--- src/include/bridge_consts.svh ---
/*
 * Width and credit constants for the NoC to stream-link bridge.
 * Include this header wherever a width or a credit limit is needed.
 */

`ifndef BRIDGE_CONSTS_SVH
`define BRIDGE_CONSTS_SVH

// Flit payload width in bits
`define BRIDGE_FLIT_W 16

// Receive queue depth per channel, equal to the initial credit count
`define BRIDGE_NUM_CRED 8

// Credit field width, holds 0 to BRIDGE_NUM_CRED
`define BRIDGE_CRED_W 4

// Owed credits that force a credit-only word
`define BRIDGE_FORCE_THRESH 4

// Link word parts, channel header plus payload, and valid bit plus credit channel plus count
`define BRIDGE_LINK_DATA_W (`BRIDGE_FLIT_W + 1)
`define BRIDGE_LINK_USER_W (`BRIDGE_CRED_W + 2)

`endif

--- src/hw/bridge_pkg.sv ---
/*
 * Shared vector types of the bridge.
 * Used by the RTL and by the testbench for flits, credits and link words.
 */

`include "bridge_consts.svh"

package bridge_pkg;

  //////////////////////////////
  // Flit and credit types
  //////////////////////////////

  // One flit payload word
  typedef logic [`BRIDGE_FLIT_W-1:0] flit_data_t;

  // A credit count, wide enough for a full queue
  typedef logic [`BRIDGE_CRED_W-1:0] credit_t;

  // Virtual channel select
  typedef logic vc_sel_t;

  localparam vc_sel_t VC_REQ = 1'b0;
  localparam vc_sel_t VC_RSP = 1'b1;

  //////////////////////////////
  // Link word types
  //////////////////////////////

  // Data part, {channel header, payload}
  typedef logic [`BRIDGE_LINK_DATA_W-1:0] link_data_t;

  // Side part, {data valid, credit channel, credit count}
  typedef logic [`BRIDGE_LINK_USER_W-1:0] link_user_t;

endpackage

--- src/hw/credit_sync.sv ---
/*
 * Per-channel credit stage on the send side.
 * Registers one ingress flit, tracks free slots in the remote queue and
 * counts credits owed back to the far side after local queue pops.
 */

`timescale 1ns/10ps
`include "bridge_consts.svh"

module credit_sync (
  input  logic                   clk_i,
  input  logic                   rst_i,
  // Ingress flit stream
  input  logic                   flit_valid_i,
  input  bridge_pkg::flit_data_t flit_data_i,
  output logic                   flit_ready_o,
  // Offer towards the arbiter
  output logic                   send_valid_o,
  output bridge_pkg::flit_data_t send_data_o,
  output logic                   send_cred_only_o,
  input  logic                   send_ready_i,
  // Credits owed to the far side
  output bridge_pkg::credit_t    owed_o,
  input  logic                   owed_clear_i,
  // Credits returned over the link
  input  logic                   cred_valid_i,
  input  bridge_pkg::credit_t    cred_i,
  // Egress handshake of the local receive queue
  input  logic                   pop_valid_i,
  input  logic                   pop_ready_i
);

  import bridge_pkg::*;

  flit_data_t flit_q;
  logic       full_q;
  logic       active_q;
  credit_t    rem_cred_q;
  credit_t    owed_q;
  logic       accept;
  logic       drain;
  logic       force_send;
  credit_t    cred_add;
  credit_t    pop_add;

  //////////////////////////////
  // Ingress and stage register
  //////////////////////////////

  // A flit reserves its remote slot when it enters the stage
  assign drain        = full_q & send_ready_i;
  assign flit_ready_o = active_q & (~full_q | send_ready_i) & (rem_cred_q != '0);
  assign accept       = flit_valid_i & flit_ready_o;

  //////////////////////////////
  // Offer to the arbiter
  //////////////////////////////

  // Idle stage with enough owed credits sends them on their own
  assign force_send       = ~full_q & (owed_q >= credit_t'(`BRIDGE_FORCE_THRESH));
  assign send_valid_o     = full_q | force_send;
  assign send_cred_only_o = ~full_q;
  assign send_data_o      = flit_q;
  assign owed_o           = owed_q;

  assign cred_add = cred_valid_i ? cred_i : '0;
  assign pop_add  = credit_t'(pop_valid_i & pop_ready_i);

  always_ff @(posedge clk_i) begin
    if (rst_i) begin
      full_q     <= 1'b0;
      active_q   <= 1'b0;
      rem_cred_q <= credit_t'(`BRIDGE_NUM_CRED);
      owed_q     <= '0;
    end else begin
      // Ingress opens one cycle after reset
      active_q <= 1'b1;
      if (accept) begin
        full_q <= 1'b1;
      end else if (drain) begin
        full_q <= 1'b0;
      end
      rem_cred_q <= rem_cred_q - credit_t'(accept) + cred_add;
      // A pop on the clearing edge still counts
      owed_q <= (owed_clear_i ? '0 : owed_q) + pop_add;
    end
  end

  always_ff @(posedge clk_i) begin
    if (accept) begin
      flit_q <= flit_data_i;
    end
  end

endmodule

--- src/hw/link_rx_demux.sv ---
/*
 * Receive-side decode of incoming link words.
 * Steers payloads to the receive queues and returned credits to the
 * credit stages, and answers the link with ready.
 */

`timescale 1ns/10ps

module link_rx_demux (
  // Link input
  input  logic                   link_valid_i,
  input  bridge_pkg::link_data_t link_data_i,
  input  bridge_pkg::link_user_t link_user_i,
  output logic                   link_ready_o,
  // Receive queue pushes
  output logic                   req_q_valid_o,
  input  logic                   req_q_ready_i,
  output logic                   rsp_q_valid_o,
  input  logic                   rsp_q_ready_i,
  output bridge_pkg::flit_data_t q_data_o,
  // Credit deliveries
  output logic                   req_cred_valid_o,
  output logic                   rsp_cred_valid_o,
  output bridge_pkg::credit_t    cred_o
);

  import bridge_pkg::*;

  vc_sel_t    data_ch;
  flit_data_t payload;
  logic       data_valid;
  vc_sel_t    cred_ch;
  credit_t    cred_cnt;
  logic       link_fire;

  assign {data_ch, payload}              = link_data_i;
  assign {data_valid, cred_ch, cred_cnt} = link_user_i;

  // Data words go to the queue named by their header
  assign req_q_valid_o = link_valid_i & data_valid & (data_ch == VC_REQ);
  assign rsp_q_valid_o = link_valid_i & data_valid & (data_ch == VC_RSP);
  assign q_data_o      = payload;

  // Credit-only words are always taken
  assign link_ready_o = ~data_valid | ((data_ch == VC_REQ) ? req_q_ready_i : rsp_q_ready_i);
  assign link_fire    = link_valid_i & link_ready_o;

  assign req_cred_valid_o = link_fire & (cred_ch == VC_REQ);
  assign rsp_cred_valid_o = link_fire & (cred_ch == VC_RSP);
  assign cred_o           = cred_cnt;

endmodule

--- src/hw/noc_link_bridge.sv ---
/*
 * Credit-based bridge between a two-channel NoC port and a serial link.
 * Send path is credit stage, arbiter, output register. Receive path is
 * demux, then one receive queue per channel.
 */

`timescale 1ns/10ps
`include "bridge_consts.svh"

module noc_link_bridge (
  input  logic                   clk_i,
  input  logic                   rst_i,
  // Ingress flits
  input  logic                   req_valid_i,
  input  bridge_pkg::flit_data_t req_data_i,
  output logic                   req_ready_o,
  input  logic                   rsp_valid_i,
  input  bridge_pkg::flit_data_t rsp_data_i,
  output logic                   rsp_ready_o,
  // Egress flits
  output logic                   req_valid_o,
  output bridge_pkg::flit_data_t req_data_o,
  input  logic                   req_ready_i,
  output logic                   rsp_valid_o,
  output bridge_pkg::flit_data_t rsp_data_o,
  input  logic                   rsp_ready_i,
  // Link out
  output logic                   link_valid_o,
  output bridge_pkg::link_data_t link_data_o,
  output bridge_pkg::link_user_t link_user_o,
  input  logic                   link_ready_i,
  // Link in
  input  logic                   link_valid_i,
  input  bridge_pkg::link_data_t link_data_i,
  input  bridge_pkg::link_user_t link_user_i,
  output logic                   link_ready_o
);

  import bridge_pkg::*;

  localparam int LINK_W = `BRIDGE_LINK_DATA_W + `BRIDGE_LINK_USER_W;

  logic              req_send_valid, rsp_send_valid;
  flit_data_t        req_send_data, rsp_send_data;
  logic              req_cred_only, rsp_cred_only;
  logic              req_send_ready, rsp_send_ready;
  credit_t           req_owed, rsp_owed;
  logic              req_owed_clear, rsp_owed_clear;
  logic              arb_valid, arb_ready;
  link_data_t        arb_data;
  link_user_t        arb_user;
  logic [LINK_W-1:0] link_out_word;
  logic              rx_req_valid, rx_req_ready;
  logic              rx_rsp_valid, rx_rsp_ready;
  flit_data_t        rx_data;
  logic              req_cred_valid, rsp_cred_valid;
  credit_t           rx_cred;

  //////////////////////////////
  // Send path
  //////////////////////////////

  credit_sync u_req_sync (
    .clk_i            (clk_i),
    .rst_i            (rst_i),
    .flit_valid_i     (req_valid_i),
    .flit_data_i      (req_data_i),
    .flit_ready_o     (req_ready_o),
    .send_valid_o     (req_send_valid),
    .send_data_o      (req_send_data),
    .send_cred_only_o (req_cred_only),
    .send_ready_i     (req_send_ready),
    .owed_o           (req_owed),
    .owed_clear_i     (req_owed_clear),
    .cred_valid_i     (req_cred_valid),
    .cred_i           (rx_cred),
    .pop_valid_i      (req_valid_o),
    .pop_ready_i      (req_ready_i)
  );

  credit_sync u_rsp_sync (
    .clk_i            (clk_i),
    .rst_i            (rst_i),
    .flit_valid_i     (rsp_valid_i),
    .flit_data_i      (rsp_data_i),
    .flit_ready_o     (rsp_ready_o),
    .send_valid_o     (rsp_send_valid),
    .send_data_o      (rsp_send_data),
    .send_cred_only_o (rsp_cred_only),
    .send_ready_i     (rsp_send_ready),
    .owed_o           (rsp_owed),
    .owed_clear_i     (rsp_owed_clear),
    .cred_valid_i     (rsp_cred_valid),
    .cred_i           (rx_cred),
    .pop_valid_i      (rsp_valid_o),
    .pop_ready_i      (rsp_ready_i)
  );

  vc_arbiter u_arbiter (
    .clk_i            (clk_i),
    .rst_i            (rst_i),
    .req_valid_i      (req_send_valid),
    .req_data_i       (req_send_data),
    .req_cred_only_i  (req_cred_only),
    .req_owed_i       (req_owed),
    .req_ready_o      (req_send_ready),
    .req_owed_clear_o (req_owed_clear),
    .rsp_valid_i      (rsp_send_valid),
    .rsp_data_i       (rsp_send_data),
    .rsp_cred_only_i  (rsp_cred_only),
    .rsp_owed_i       (rsp_owed),
    .rsp_ready_o      (rsp_send_ready),
    .rsp_owed_clear_o (rsp_owed_clear),
    .out_valid_o      (arb_valid),
    .out_data_o       (arb_data),
    .out_user_o       (arb_user),
    .out_ready_i      (arb_ready)
  );

  // Holds the link word stable while the link stalls
  stream_fifo #(
    .DEPTH (2),
    .WIDTH (LINK_W)
  ) u_link_out (
    .clk_i   (clk_i),
    .rst_i   (rst_i),
    .valid_i (arb_valid),
    .ready_o (arb_ready),
    .data_i  ({arb_data, arb_user}),
    .valid_o (link_valid_o),
    .ready_i (link_ready_i),
    .data_o  (link_out_word)
  );

  assign {link_data_o, link_user_o} = link_out_word;

  //////////////////////////////
  // Receive path
  //////////////////////////////

  link_rx_demux u_rx_demux (
    .link_valid_i     (link_valid_i),
    .link_data_i      (link_data_i),
    .link_user_i      (link_user_i),
    .link_ready_o     (link_ready_o),
    .req_q_valid_o    (rx_req_valid),
    .req_q_ready_i    (rx_req_ready),
    .rsp_q_valid_o    (rx_rsp_valid),
    .rsp_q_ready_i    (rx_rsp_ready),
    .q_data_o         (rx_data),
    .req_cred_valid_o (req_cred_valid),
    .rsp_cred_valid_o (rsp_cred_valid),
    .cred_o           (rx_cred)
  );

  stream_fifo #(
    .DEPTH (`BRIDGE_NUM_CRED),
    .WIDTH (`BRIDGE_FLIT_W)
  ) u_req_q (
    .clk_i   (clk_i),
    .rst_i   (rst_i),
    .valid_i (rx_req_valid),
    .ready_o (rx_req_ready),
    .data_i  (rx_data),
    .valid_o (req_valid_o),
    .ready_i (req_ready_i),
    .data_o  (req_data_o)
  );

  stream_fifo #(
    .DEPTH (`BRIDGE_NUM_CRED),
    .WIDTH (`BRIDGE_FLIT_W)
  ) u_rsp_q (
    .clk_i   (clk_i),
    .rst_i   (rst_i),
    .valid_i (rx_rsp_valid),
    .ready_o (rx_rsp_ready),
    .data_i  (rx_data),
    .valid_o (rsp_valid_o),
    .ready_i (rsp_ready_i),
    .data_o  (rsp_data_o)
  );

endmodule

--- src/hw/stream_fifo.sv ---
/*
 * Valid/ready FIFO built as a circular buffer.
 * Serves as the link output register and as the per-channel receive queues.
 */

`timescale 1ns/10ps

module stream_fifo #(
  parameter int DEPTH = 2,
  parameter int WIDTH = 8
) (
  input  logic             clk_i,
  input  logic             rst_i,
  input  logic             valid_i,
  output logic             ready_o,
  input  logic [WIDTH-1:0] data_i,
  output logic             valid_o,
  input  logic             ready_i,
  output logic [WIDTH-1:0] data_o
);

  localparam int PTR_W = (DEPTH > 1) ? $clog2(DEPTH) : 1;
  localparam int CNT_W = $clog2(DEPTH + 1);

  logic [WIDTH-1:0] mem_q [DEPTH];
  logic [PTR_W-1:0] wr_ptr_q;
  logic [PTR_W-1:0] rd_ptr_q;
  logic [CNT_W-1:0] count_q;
  logic             push;
  logic             pop;

  assign ready_o = (count_q != CNT_W'(DEPTH));
  assign valid_o = (count_q != '0);
  assign data_o  = mem_q[rd_ptr_q];
  assign push    = valid_i & ready_o;
  assign pop     = valid_o & ready_i;

  // Pointers wrap at DEPTH, so any depth works
  always_ff @(posedge clk_i) begin
    if (rst_i) begin
      wr_ptr_q <= '0;
      rd_ptr_q <= '0;
      count_q  <= '0;
    end else begin
      if (push) begin
        wr_ptr_q <= (wr_ptr_q == PTR_W'(DEPTH - 1)) ? '0 : wr_ptr_q + 1'b1;
      end
      if (pop) begin
        rd_ptr_q <= (rd_ptr_q == PTR_W'(DEPTH - 1)) ? '0 : rd_ptr_q + 1'b1;
      end
      case ({push, pop})
        2'b10:   count_q <= count_q + 1'b1;
        2'b01:   count_q <= count_q - 1'b1;
        default: count_q <= count_q;
      endcase
    end
  end

  always_ff @(posedge clk_i) begin
    if (push) begin
      mem_q[wr_ptr_q] <= data_i;
    end
  end

endmodule

--- src/hw/vc_arbiter.sv ---
/*
 * Round-robin merge of the request and response offers into one link word.
 * Also picks the channel whose owed credits ride along in the word.
 */

`timescale 1ns/10ps

module vc_arbiter (
  input  logic                   clk_i,
  input  logic                   rst_i,
  // Request channel offer
  input  logic                   req_valid_i,
  input  bridge_pkg::flit_data_t req_data_i,
  input  logic                   req_cred_only_i,
  input  bridge_pkg::credit_t    req_owed_i,
  output logic                   req_ready_o,
  output logic                   req_owed_clear_o,
  // Response channel offer
  input  logic                   rsp_valid_i,
  input  bridge_pkg::flit_data_t rsp_data_i,
  input  logic                   rsp_cred_only_i,
  input  bridge_pkg::credit_t    rsp_owed_i,
  output logic                   rsp_ready_o,
  output logic                   rsp_owed_clear_o,
  // Merged link word
  output logic                   out_valid_o,
  output bridge_pkg::link_data_t out_data_o,
  output bridge_pkg::link_user_t out_user_o,
  input  logic                   out_ready_i
);

  import bridge_pkg::*;

  vc_sel_t    prio_q;
  vc_sel_t    data_ch;
  vc_sel_t    cred_ch;
  logic       grant_req;
  logic       grant_rsp;
  logic       out_fire;
  flit_data_t payload;
  logic       data_valid;
  credit_t    cred_cnt;

  //////////////////////////////
  // Grant
  //////////////////////////////

  // prio_q names the channel that wins when both offer
  assign grant_req = req_valid_i & (~rsp_valid_i | (prio_q == VC_REQ));
  assign grant_rsp = rsp_valid_i & ~grant_req;

  assign out_valid_o = req_valid_i | rsp_valid_i;
  assign out_fire    = out_valid_o & out_ready_i;
  assign req_ready_o = grant_req & out_ready_i;
  assign rsp_ready_o = grant_rsp & out_ready_i;

  //////////////////////////////
  // Link word
  //////////////////////////////

  assign data_ch    = grant_rsp ? VC_RSP : VC_REQ;
  assign payload    = grant_rsp ? rsp_data_i : req_data_i;
  assign data_valid = grant_rsp ? ~rsp_cred_only_i : ~req_cred_only_i;

  // Larger owed count rides along, response wins a tie
  assign cred_ch  = (req_owed_i > rsp_owed_i) ? VC_REQ : VC_RSP;
  assign cred_cnt = (cred_ch == VC_REQ) ? req_owed_i : rsp_owed_i;

  assign req_owed_clear_o = out_fire & (cred_ch == VC_REQ);
  assign rsp_owed_clear_o = out_fire & (cred_ch == VC_RSP);

  assign out_data_o = {data_ch, payload};
  assign out_user_o = {data_valid, cred_ch, cred_cnt};

  always_ff @(posedge clk_i) begin
    if (rst_i) begin
      prio_q <= VC_REQ;
    end else if (out_fire) begin
      prio_q <= (data_ch == VC_REQ) ? VC_RSP : VC_REQ;
    end
  end

endmodule

--- config.mk ---
export PLATFORM = sky130hd
export DESIGN_NAME = noc_link_bridge
export DESIGN_NICKNAME = d
export VERILOG_FILES = /design/src/hw/bridge_pkg.sv /design/src/hw/credit_sync.sv /design/src/hw/link_rx_demux.sv /design/src/hw/noc_link_bridge.sv /design/src/hw/stream_fifo.sv /design/src/hw/vc_arbiter.sv
export VERILOG_INCLUDE_DIRS = /design/src /design/src/include
export SDC_FILE = /design/constraint.sdc
export NUM_CORES = 1
export LEC_CHECK = 0
export BUFFER_PORTS_ARGS = -buffer_cell sky130_fd_sc_hd__buf_2
export CAP_MARGIN = 20
export CORE_UTILIZATION = 60
export DETAILED_ROUTE_END_ITERATION = 8
export GPL_TIMING_DRIVEN = 0
export PLACE_DENSITY = 0.8
export SYNTH_ARGS = -nofsm -noshare
export SYNTH_HDL_FRONTEND = slang
export SYNTH_SLANG_ARGS = --single-unit
--- constraint.sdc ---
create_clock -name clk_i -period 4 [get_ports clk_i]
set_input_delay 0.2 -clock clk_i [delete_from_list [all_inputs] [get_ports clk_i]]
set_output_delay 0.2 -clock clk_i [all_outputs]
set_load 0.01 [all_outputs]
==> results of run 1 <==
cell families after synthesis:
| group | synth area share |
|---|---|
| compound gates | 0.0235 |
| xor+xnor | 0.00793 |
| fa+ha+maj | 0.0335 |
| buf+inv | 0.0184 |
| flops | 0.715 |
| mux | 0.150 |
| simple gates | 0.0520 |
Yosys cell counts, types with 2 or more instances:
master,instances,area [µm²]
a211oi_1,4,30.0
a21boi_0,2,15.0
a21o_1,3,22.5
a21oi_1,29,145
a311oi_1,2,17.5
and2_1,6,37.5
and3_1,7,43.8
buf_1,11,41.3
buf_2,2,10.0
buf_4,6,45.0
clkbuf_1,9,33.8
dfxtp_1,51,1020
edfxtp_1,334,10000
fa_1,4,80.1
ha_1,35,438
inv_1,36,135
inv_2,2,7.51
mux2_2,76,856
mux2i_1,2,20.0
mux4_2,64,1440
nand2_1,29,109
nand2b_1,4,25.0
nand3_1,10,50.1
nand3b_1,2,15.0
nor2_1,30,113
nor2b_1,11,68.8
nor3_1,9,45.0
nor3b_1,4,30.0
nor4_1,2,12.5
nor4b_1,2,17.5
nor4b_4,2,47.6
o2111a_1,2,22.5
o21ai_0,10,50.1
or3_1,7,43.8
or4_1,4,30.0
xnor2_1,5,43.8
xor2_1,9,78.8
power by group through the flow:
stage	Sequential (mW)	Clock [mW]	Combinational, mW
finish	4.72	3.37	2.08
global route	4.74	3.55	2.27
CTS	4.72	3.40	2.09
detailed placement	4.80	0	2.04
global placement	4.79	0	1.96
floorplan	4.76	0	1.45
area by class of cell:
type,count,area [µm²]
antenna,1,2.50
buffer,29,141
clock buffer,48,1020
clock inverter,22,158
fill,1480,6860
inverter,38,143
multi-input combinational,393,4210
sequential,385,11100
tap,330,413
timing repair buffer,181,1260
sequential cells by signal (all words and copies together) (netlist names), 2 cells and up, named ones only:
signal                  flops
u_link_out.count_q          2
u_req_q.mem_q             128
u_rsp_sync.send_data_o     16
u_link_out.mem_q           46
u_req_sync.send_data_o     16
u_rsp_q.wr_ptr_q            3
u_req_sync.rem_cred_q       4
u_req_q.count_q             4
u_rsp_q.mem_q             128
u_rsp_sync.rem_cred_q       4
u_req_sync.owed_o           4
u_rsp_q.rd_ptr_q            3
u_rsp_q.count_q             4
u_req_q.rd_ptr_q            3
u_rsp_sync.owed_o           4
u_req_q.wr_ptr_q            3
tightest hold or removal path, cell delays in order:
cell and delay [ps]:
buf_2 100, nand3_1 90, a21oi_1 90
per-layer routing:
metal	up-vias	routed length (µm)
li1	3762	-
met1	4268	12500
met2	348	17400
met3	57	2300
met4	2	717
met5	-	13
stage by stage:
stage                     instances   util  setup TNS, ps  instance area [µm²]
after global routing           1427  0.728              0                18400
after detailed placement       1320  0.667              0                16800
after floorplan                 845      -              0                15500
after global placement         1298  0.653         -24810                16500
final                          1427  0.728              0                18400
after CTS                      1425  0.727              0                18400
repair_timing:
item | CTS | global route
hold endpoints to repair | 40 | 0
setup endpoints to repair | 0 | 0
hold buffers | 35 | 0
resized for setup | 0 | 0
how the worst max path moves through the flow:
stage               depth (start not counted)                        to  slack, ps
floorplan                                   4       u_rsp_q.mem_q[4][0]        900
global placement                            4       u_rsp_q.mem_q[4][5]       -930
detailed placement                         11  u_req_sync.rem_cred_q[3]        800
CTS                                        11  u_req_sync.rem_cred_q[2]        740
global route                               11  u_req_sync.rem_cred_q[2]        550
finish                                     11  u_req_sync.rem_cred_q[2]        760
==> impl_metrics.ini, run 1 <==
[setup_path]
rr_worst_depth = 11
end_kind = flop
cp_max_fo = 17
slowest_stage = nor2_2
path_class = flop to flop
arrival_ps = 3620
r2r_start = u_rsp_sync.full_q
crit_buf_inv = 2
crit_start = u_rsp_sync.full_q
startpoint_type = flop
crit_required_ps = 4380
rrSetupSlack_ps = 760
r2r-end = u_req_sync.rem_cred_q[2]
cp_cell_sequence = or3_1, a21oi_1, nor2_1, nor2_2, ha_1, inv_1, ha_1, inv_1, fa_1, xor2_1, nor2_1
critical_path.top_delay_family = simple AND/OR/NAND/NOR gates
slowest_delay_ps = 770

[clocking]
clk_pin_slew_ps = 50
cts.sinks = 385
cts_buffers = 38
cts_setup_buffers = 0
cts_max_level = 2
cts-root-buf = clkbuf_16
clk-insertion-delay-late_ps = 530
clock_path_buffers = 3
cts_tree = built

[synthesis]
async_reset_ff_frac = 0
ys_seq_area_frac = 0.715
synth_cells = 845
synth_edf_count = 334
synth_ff_type = edfxtp_1
syn_area_per_cell_um2 = 18.3
synth.distinct_cells = 55
syn-num-nets = 947
synth_seq_cells = 385
synth_area_mm2 = 0.0155
synth_warnings = 0

[timing]
hold_viol_final = 0
setup_viol = 0
rsz0062_at_grt = false
fmax_mhz = 309
period_minus_slack_ps = 3240
slew_violations = 0
fin_skew_ps = 19.8
slew-limit-headroom = 0.341
min_period_over_period = 0.810
whs_ps = 20.7
worst_slew_pin_slew_ps = 987
layout_setup_ws_ps = 761

[place]
post-dp-hpwl_mm = 20.8
numPortBuffers = 123
gp_congestion = 0.794
preCtsSetupSlack_ps = 804

[layout]
fin_nets = 1168
drive_above_1_share = 0.349
final_cell_mix = edfxtp_1, buf_2, mux2_2, mux4_2, dfxtp_1
layout_commonest_cell = edfxtp_1
syn_to_final_growth_pct = 19.0

[die]
placementRows = 58
io_pins = 124
fp.dieW_um = 163
start_util = 0.612
die_area_mm2 = 0.0264
dieHeight_um = 163
core_mm2 = 0.0253

[power_and_ir_drop]
combPwrFrac = 0.205
p_sw_mw = 2.69
p_clk_frac = 0.331
p_total_mw = 10.2
p_leak_nw = 6.40
powerDensity_mw_per_mm2 = 552
p_seq_frac = 0.464
internal_power_mw = 7.47
swShare = 0.264
peakVddDrop_mv = 0.456

[global_route]
gr-total-overflow = 0
grt_usage = 0.257
grt.met1_usage = 0.320
grt_pass1_vias = 8750
grt_busiest_layer = met2
antenna_found_initial = 4
grt_start_max_net_pins = 24
grt_pass1_wl_mm = 49.5
gr-usage-met3 = 0.0494
grt_use_met2 = 0.454

[drt]
wl_per_cell_um = 23.1
vias = 8437
drtAntennaViolNets = 0
drtPass1Iterations = 4
vias_per_cell = 5.91
drt_iter0_drc = 706
drc = 0
routed_wl_mm = 32.9

[run_status]
status = completed

[worst_hold_path]
hold_depth = 3
hp-start = rsp_valid_i
hp-class = input pin to flop
min_to = u_rsp_sync.full_q

[run]
maxCapViolCount = 0
Power figures use the tool's default switching activity.
==> run 2: changes to the inputs <==
==> constraint.sdc (replaced) <==
create_clock -name clk_i -period 3 [get_ports clk_i]
set_input_delay 0.15 -clock clk_i [delete_from_list [all_inputs] [get_ports clk_i]]
set_output_delay 0.15 -clock clk_i [all_outputs]
set_load 0.01 [all_outputs]
==> run 2 against run 1 <==
Compared with the run above:
- critical path depth grew 1
- cell count is essentially flat
- sequential cell count is the same
- clock power grew 41%
- utilization grew 0.36 points
- combinational power grew 35%
- die area is the same
- clock skew shrank 9.5 ps
- critical endpoint is now u_rsp_sync.owed_o[2]
- largest cell class unchanged
- largest power group unchanged
==> impl_metrics.ini, run 2 (synthesis results as in run 1) <==
[drt]
routed_wl_mm = 32.2
wl_per_cell_um = 22.6
drt_iter0_drc = 685
wl_met3_mm = 2.25
drtPass1Iterations = 7
met2WireLength_mm = 17.2
drc = 0
vias = 8462
vias_per_cell = 5.93
wirelength_met1_mm = 12.0
routed.top_layer = met4
drtAntennaViolNets = 0

[global_route]
gr-total-overflow = 0
antenna_found_initial = 1
grt_usage = 0.249
grt_pass1_vias = 8930
grt_pass1_wl_mm = 48.6
grt_start_max_net_pins = 24

[setup_path]
end_kind = flop
cp_cell_sequence = inv_1, ha_1, a21o_1, a211oi_4, nor2_4, inv_2, a21boi_0, ha_1, ha_1, and3_1, a211oi_1, nand3_1
rr_worst_depth = 12
cp_max_fo = 7
path_class = flop to flop
crit_required_ps = 3390
arrival_ps = 3220
cp_common_cell = ha_1
startpoint_type = flop
slowest_delay_ps = 410
r2r_start = u_rsp_sync.owed_o[2]
r2r-end = u_rsp_sync.owed_o[2]
slowest_stage = dfxtp_1
rrSetupSlack_ps = 180

[power_and_ir_drop]
combPwrFrac = 0.203
peakVddDrop_mv = 0.618
p_total_mw = 13.8
p_sw_mw = 3.54
p_seq_frac = 0.454
internal_power_mw = 10.3
p_clk_frac = 0.343
swShare = 0.256
p_leak_nw = 6.43
powerDensity_mw_per_mm2 = 748

[timing]
fin_skew_ps = 10.3
setup_viol = 0
hold_viol_final = 0
period_minus_slack_ps = 2820
fmax_mhz = 354
worst_slew_pin_slew_ps = 975
whs_ps = 21.7
fin_setup_tns_ps = 0
min_period_over_period = 0.941
slew_violations = 0
rsz0062_at_grt = false
slew-limit-headroom = 0.347
layout_setup_ws_ps = 177

[layout]
layoutNonFillerInstCount = 1426
fin_util = 0.732
reg_top3 = u_req_q.mem_q x128, u_rsp_q.mem_q x128, u_link_out.mem_q x46
layout_commonest_cell = edfxtp_1
final_cell_mix = edfxtp_1, buf_2, mux2_2, mux4_2, dfxtp_1
seqCellArea_mm2 = 0.0111
syn_to_final_growth_pct = 19.6
multi_input_area_mm2 = 0.00423
fin_nets = 1170
antennaDiodeCount = 0
drive_above_1_share = 0.350
stdcell_area_mm2 = 0.0185
n_fill_cell = 1496

[place]
post-dp-hpwl_mm = 19.6
numPortBuffers = 123
dp.cells = 1318
preCtsSetupSlack_ps = -188
dpl_cell_area_mm2 = 0.0168
gp_congestion = 0.784

[die]
dieHeight_um = 163
fp.dieW_um = 163
io_pins = 124
die_area_mm2 = 0.0264
start_util = 0.612
placementRows = 58
core_mm2 = 0.0253

[clocking]
cts.sinks = 385
cts_buffers = 37
cts_max_level = 2
clock_path_buffers = 3
clk_pin_slew_ps = 70
cts_tree = built
clk-insertion-delay-late_ps = 520
cts-root-buf = clkbuf_16

[run_status]
status = completed

[worst_hold_path]
min_to = u_rsp_q.mem_q[2][1]
hp-start = link_data_i[1]
hold_depth = 1
hp-class = input pin to flop

[run]
maxCapViolCount = 0
-- run 2: how the worst max path moves through the flow --
stage	to	startpoint	slack, ps	depth (start not counted)
6_report	u_rsp_sync.owed_o[2]	u_rsp_sync.owed_o[2]	180	12
5_1_grt	u_rsp_sync.rem_cred_q[3]	u_req_q.count_q[0]	10	11
4_1_cts	u_req_sync.rem_cred_q[2]	u_rsp_sync.full_q	60	11
3_5_place_dp	u_req_sync.rem_cred_q[2]	u_rsp_sync.full_q	-190	11
3_3_place_gp	u_req_q.mem_q[0][6]	u_req_q.count_q[0]	-1250	4
2_1_floorplan	u_req_sync.rem_cred_q[2]	u_rsp_sync.full_q	7	11
-- run 2: power groups by stage --
| stage | registers (mW) | clock network, mW | logic [mW] |
|---|---|---|---|
| finish | 6.28 | 4.75 | 2.81 |
| global route | 6.30 | 4.99 | 3.07 |
| CTS | 6.28 | 4.80 | 2.80 |
| detailed placement | 6.39 | 0 | 2.70 |
| global placement | 6.38 | 0 | 2.61 |
| floorplan | 6.35 | 0 | 1.93 |
-- run 2: repair_timing --
item                                    in CTS  in global routing
gates resized for setup                      3                  1
endpoints found under the setup margin       4                  4
cloned                                       0                  0
buffers inserted                             0                  2
pin swaps                                    0                  2
hold buffers                                38                  0
endpoints found under the hold margin       46                  0
-- run 2: layout make-up --
class | instances | area share
Clock inverter | 21 | 0.0143
Clock buffer | 46 | 0.0524
Inverter | 38 | 0.00771
Tap cell | 330 | 0.0223
Sequential cell | 385 | 0.598
Timing Repair Buffer | 184 | 0.0690
Multi-Input combinational cell | 393 | 0.229
Buffer | 29 | 0.00765
-- run 2: routing by layer --
metal  vias up  global-route usage
li1       3773                   -
met1      4251               0.297
met2       375               0.460
met3        63              0.0420
met4         0              0.0789
met5         -                   0
-- run 2: worst max-delay path: cells and delay by family, from the launching register on --
family / cells / cell delay (ps)
AOI/OAI and AO/OA: 4 / 900
DFF: 1 / 410
adders and majority gates: 3 / 800
buffers and inverters: 2 / 200
and+or+nand+nor: 3 / 390
==> run 3: changes to the inputs <==
==> constraint.sdc (replaced) <==
create_clock -name clk_i -period 3.1 [get_ports clk_i]
set_input_delay 0.155 -clock clk_i [delete_from_list [all_inputs] [get_ports clk_i]]
set_output_delay 0.155 -clock clk_i [all_outputs]
set_load 0.01 [all_outputs]
==> run 3 against run 2 <==
Compared with the run above:
- sequential cell count is the same
- non-clock buffer count shrank 1
- combinational power shrank 4%
- highest routed layer is now met5
- sequential share of layout area grew 0.19 points
- largest power group unchanged
==> impl_metrics.ini, run 3 (synthesis results as in run 1) <==
[die]
core_mm2 = 0.0253
start_util = 0.612
dieHeight_um = 163
placementRows = 58
die_area_mm2 = 0.0264
fp.dieW_um = 163
io_pins = 124

[power_and_ir_drop]
p_seq_frac = 0.464
peakVddDrop_mv = 0.590
p_total_mw = 13.1
internal_power_mw = 9.65
p_sw_mw = 3.47
combPwrFrac = 0.205
p_leak_nw = 6.40
swShare = 0.265
powerDensity_mw_per_mm2 = 712
p_clk_frac = 0.331

[layout]
fin_nets = 1170
layoutNonFillerInstCount = 1429
drive_above_1_share = 0.349
fin_util = 0.730
layout_commonest_cell = edfxtp_1
final_cell_mix = edfxtp_1, buf_2, mux2_2, mux4_2, dfxtp_1
syn_to_final_growth_pct = 19.2
reg_top3 = u_req_q.mem_q x128, u_rsp_q.mem_q x128, u_link_out.mem_q x46
stdcell_area_mm2 = 0.0184

[global_route]
antenna_found_initial = 4
grt_usage = 0.257
grt_pass1_vias = 8765
grt_pass1_wl_mm = 49.6
grt_start_max_net_pins = 24
gr-total-overflow = 0

[timing]
fin_skew_ps = 18.0
fmax_mhz = 340
min_period_over_period = 0.949
slew_violations = 0
setup_viol = 0
period_minus_slack_ps = 2940
rsz0062_at_grt = false
slew-limit-headroom = 0.327
worst_slew_pin_slew_ps = 1000
hold_viol_final = 0
layout_setup_ws_ps = 157

[setup_path]
crit_buf_inv = 2
critical_path.top_delay_family = simple AND/OR/NAND/NOR gates
slowest_stage = dfxtp_1
crit_required_ps = 3580
cp_cell_sequence = inv_1, ha_1, and4b_1, a211oi_4, nor2_2, inv_2, a21boi_0, ha_1, ha_1, nand2b_1, or4_1, nand3_1
path_class = flop to flop
slowest_delay_ps = 440
arrival_ps = 3420
end_kind = flop
cp_max_fo = 7
cp_common_cell = ha_1
startpoint_type = flop

[drt]
drtPass1Iterations = 5
drc = 0
vias = 8433
drt_iter0_drc = 715
wl_per_cell_um = 23.1
vias_per_cell = 5.90
routed_wl_mm = 33.0
drtAntennaViolNets = 0

[clocking]
cts_tree = built
clock_path_buffers = 3
cts_max_level = 2
clk-insertion-delay-late_ps = 530
clk_pin_slew_ps = 60
cts-root-buf = clkbuf_16
cts.sinks = 385
cts_buffers = 38
cts_setup_buffers = 0

[place]
numPortBuffers = 123
preCtsSetupSlack_ps = -95.7
dpl_cell_area_mm2 = 0.0168
dp.cells = 1320
post-dp-hpwl_mm = 20.8
gp_congestion = 0.794

[run]
maxCapViolCount = 0

[worst_hold_path]
hp-class = input pin to flop

[run_status]
status = completed
## run 3: cell types whose count changed in the layout (fill, tap and decap cells not counted), moves of 2 or more
cell | before | now
buf_6 | 10 | 7
buf_8 | 7 | 11
bufinv_16 | 6 | 1
clkbuf_16 | 37 | 39
clkinv_1 | 4 | 8
clkinv_8 | 0 | 2
inv_6 | 2 | 0
## run 3: power groups by stage
stage / logic (mW) / registers, mW / clock network, mW
after floorplan: 1.87 / 6.14 / 0
after global placement: 2.53 / 6.18 / 0
after detailed placement: 2.63 / 6.19 / 0
after CTS: 2.70 / 6.09 / 4.39
after global routing: 2.94 / 6.11 / 4.58
final: 2.70 / 6.09 / 4.34
## run 3: through the flow
stage | TNS [ps] | hold WS, ps
floorplan | 0 | 254
global placement | -140870 | 331
detailed placement | -225 | 333
CTS | 0 | 0.847
global route | 0 | 5.27
finish | 0 | 11.0
## run 3: final timing paths
check | slack [ps] | startpoint | endpoint | depth (start not counted)
min | 10 | link_user_i[3] | u_req_sync.rem_cred_q[3] | 3
max reg2reg | 160 | u_rsp_sync.owed_o[2] | u_rsp_sync.owed_o[2] | 12
min reg2reg | 480 | u_rsp_q.rd_ptr_q[2] | u_rsp_q.rd_ptr_q[2] | 2
max | 160 | u_rsp_sync.owed_o[2] | u_rsp_sync.owed_o[2] | 12
## run 3: tightest hold or removal path: stages
cell      delay, ps
buf_2           110
a311oi_1         80
o21ai_0         140
## run 3: layout make-up
type	instances	area [µm²]
clock buffers	48	1020
repair buffers	183	1280
plain buffers	29	141
fillers	1474	6820
multi-input cells	393	4220
clock inverters	22	158
diodes	1	2.50
inverters	38	143
well taps	330	413
flip-flops and latches	385	11100
## run 3: what timing repair did
action | 4_1_cts | 5_1_grt
resized for setup | 1 | 2
hold endpoints to repair | 46 | 0
setup endpoints to repair | 3 | 3
pin swaps | 0 | 1
hold buffers | 37 | 0
## run 3: routing by layer
layer  vias to the layer above  part of all wire  track usage
li1                       3768                 -            -
met4                         2             0.025       0.0810
met1                      4242              0.38        0.320
met2                       356              0.53        0.455
met3                        65             0.067       0.0494
met5                         -           0.00039            0
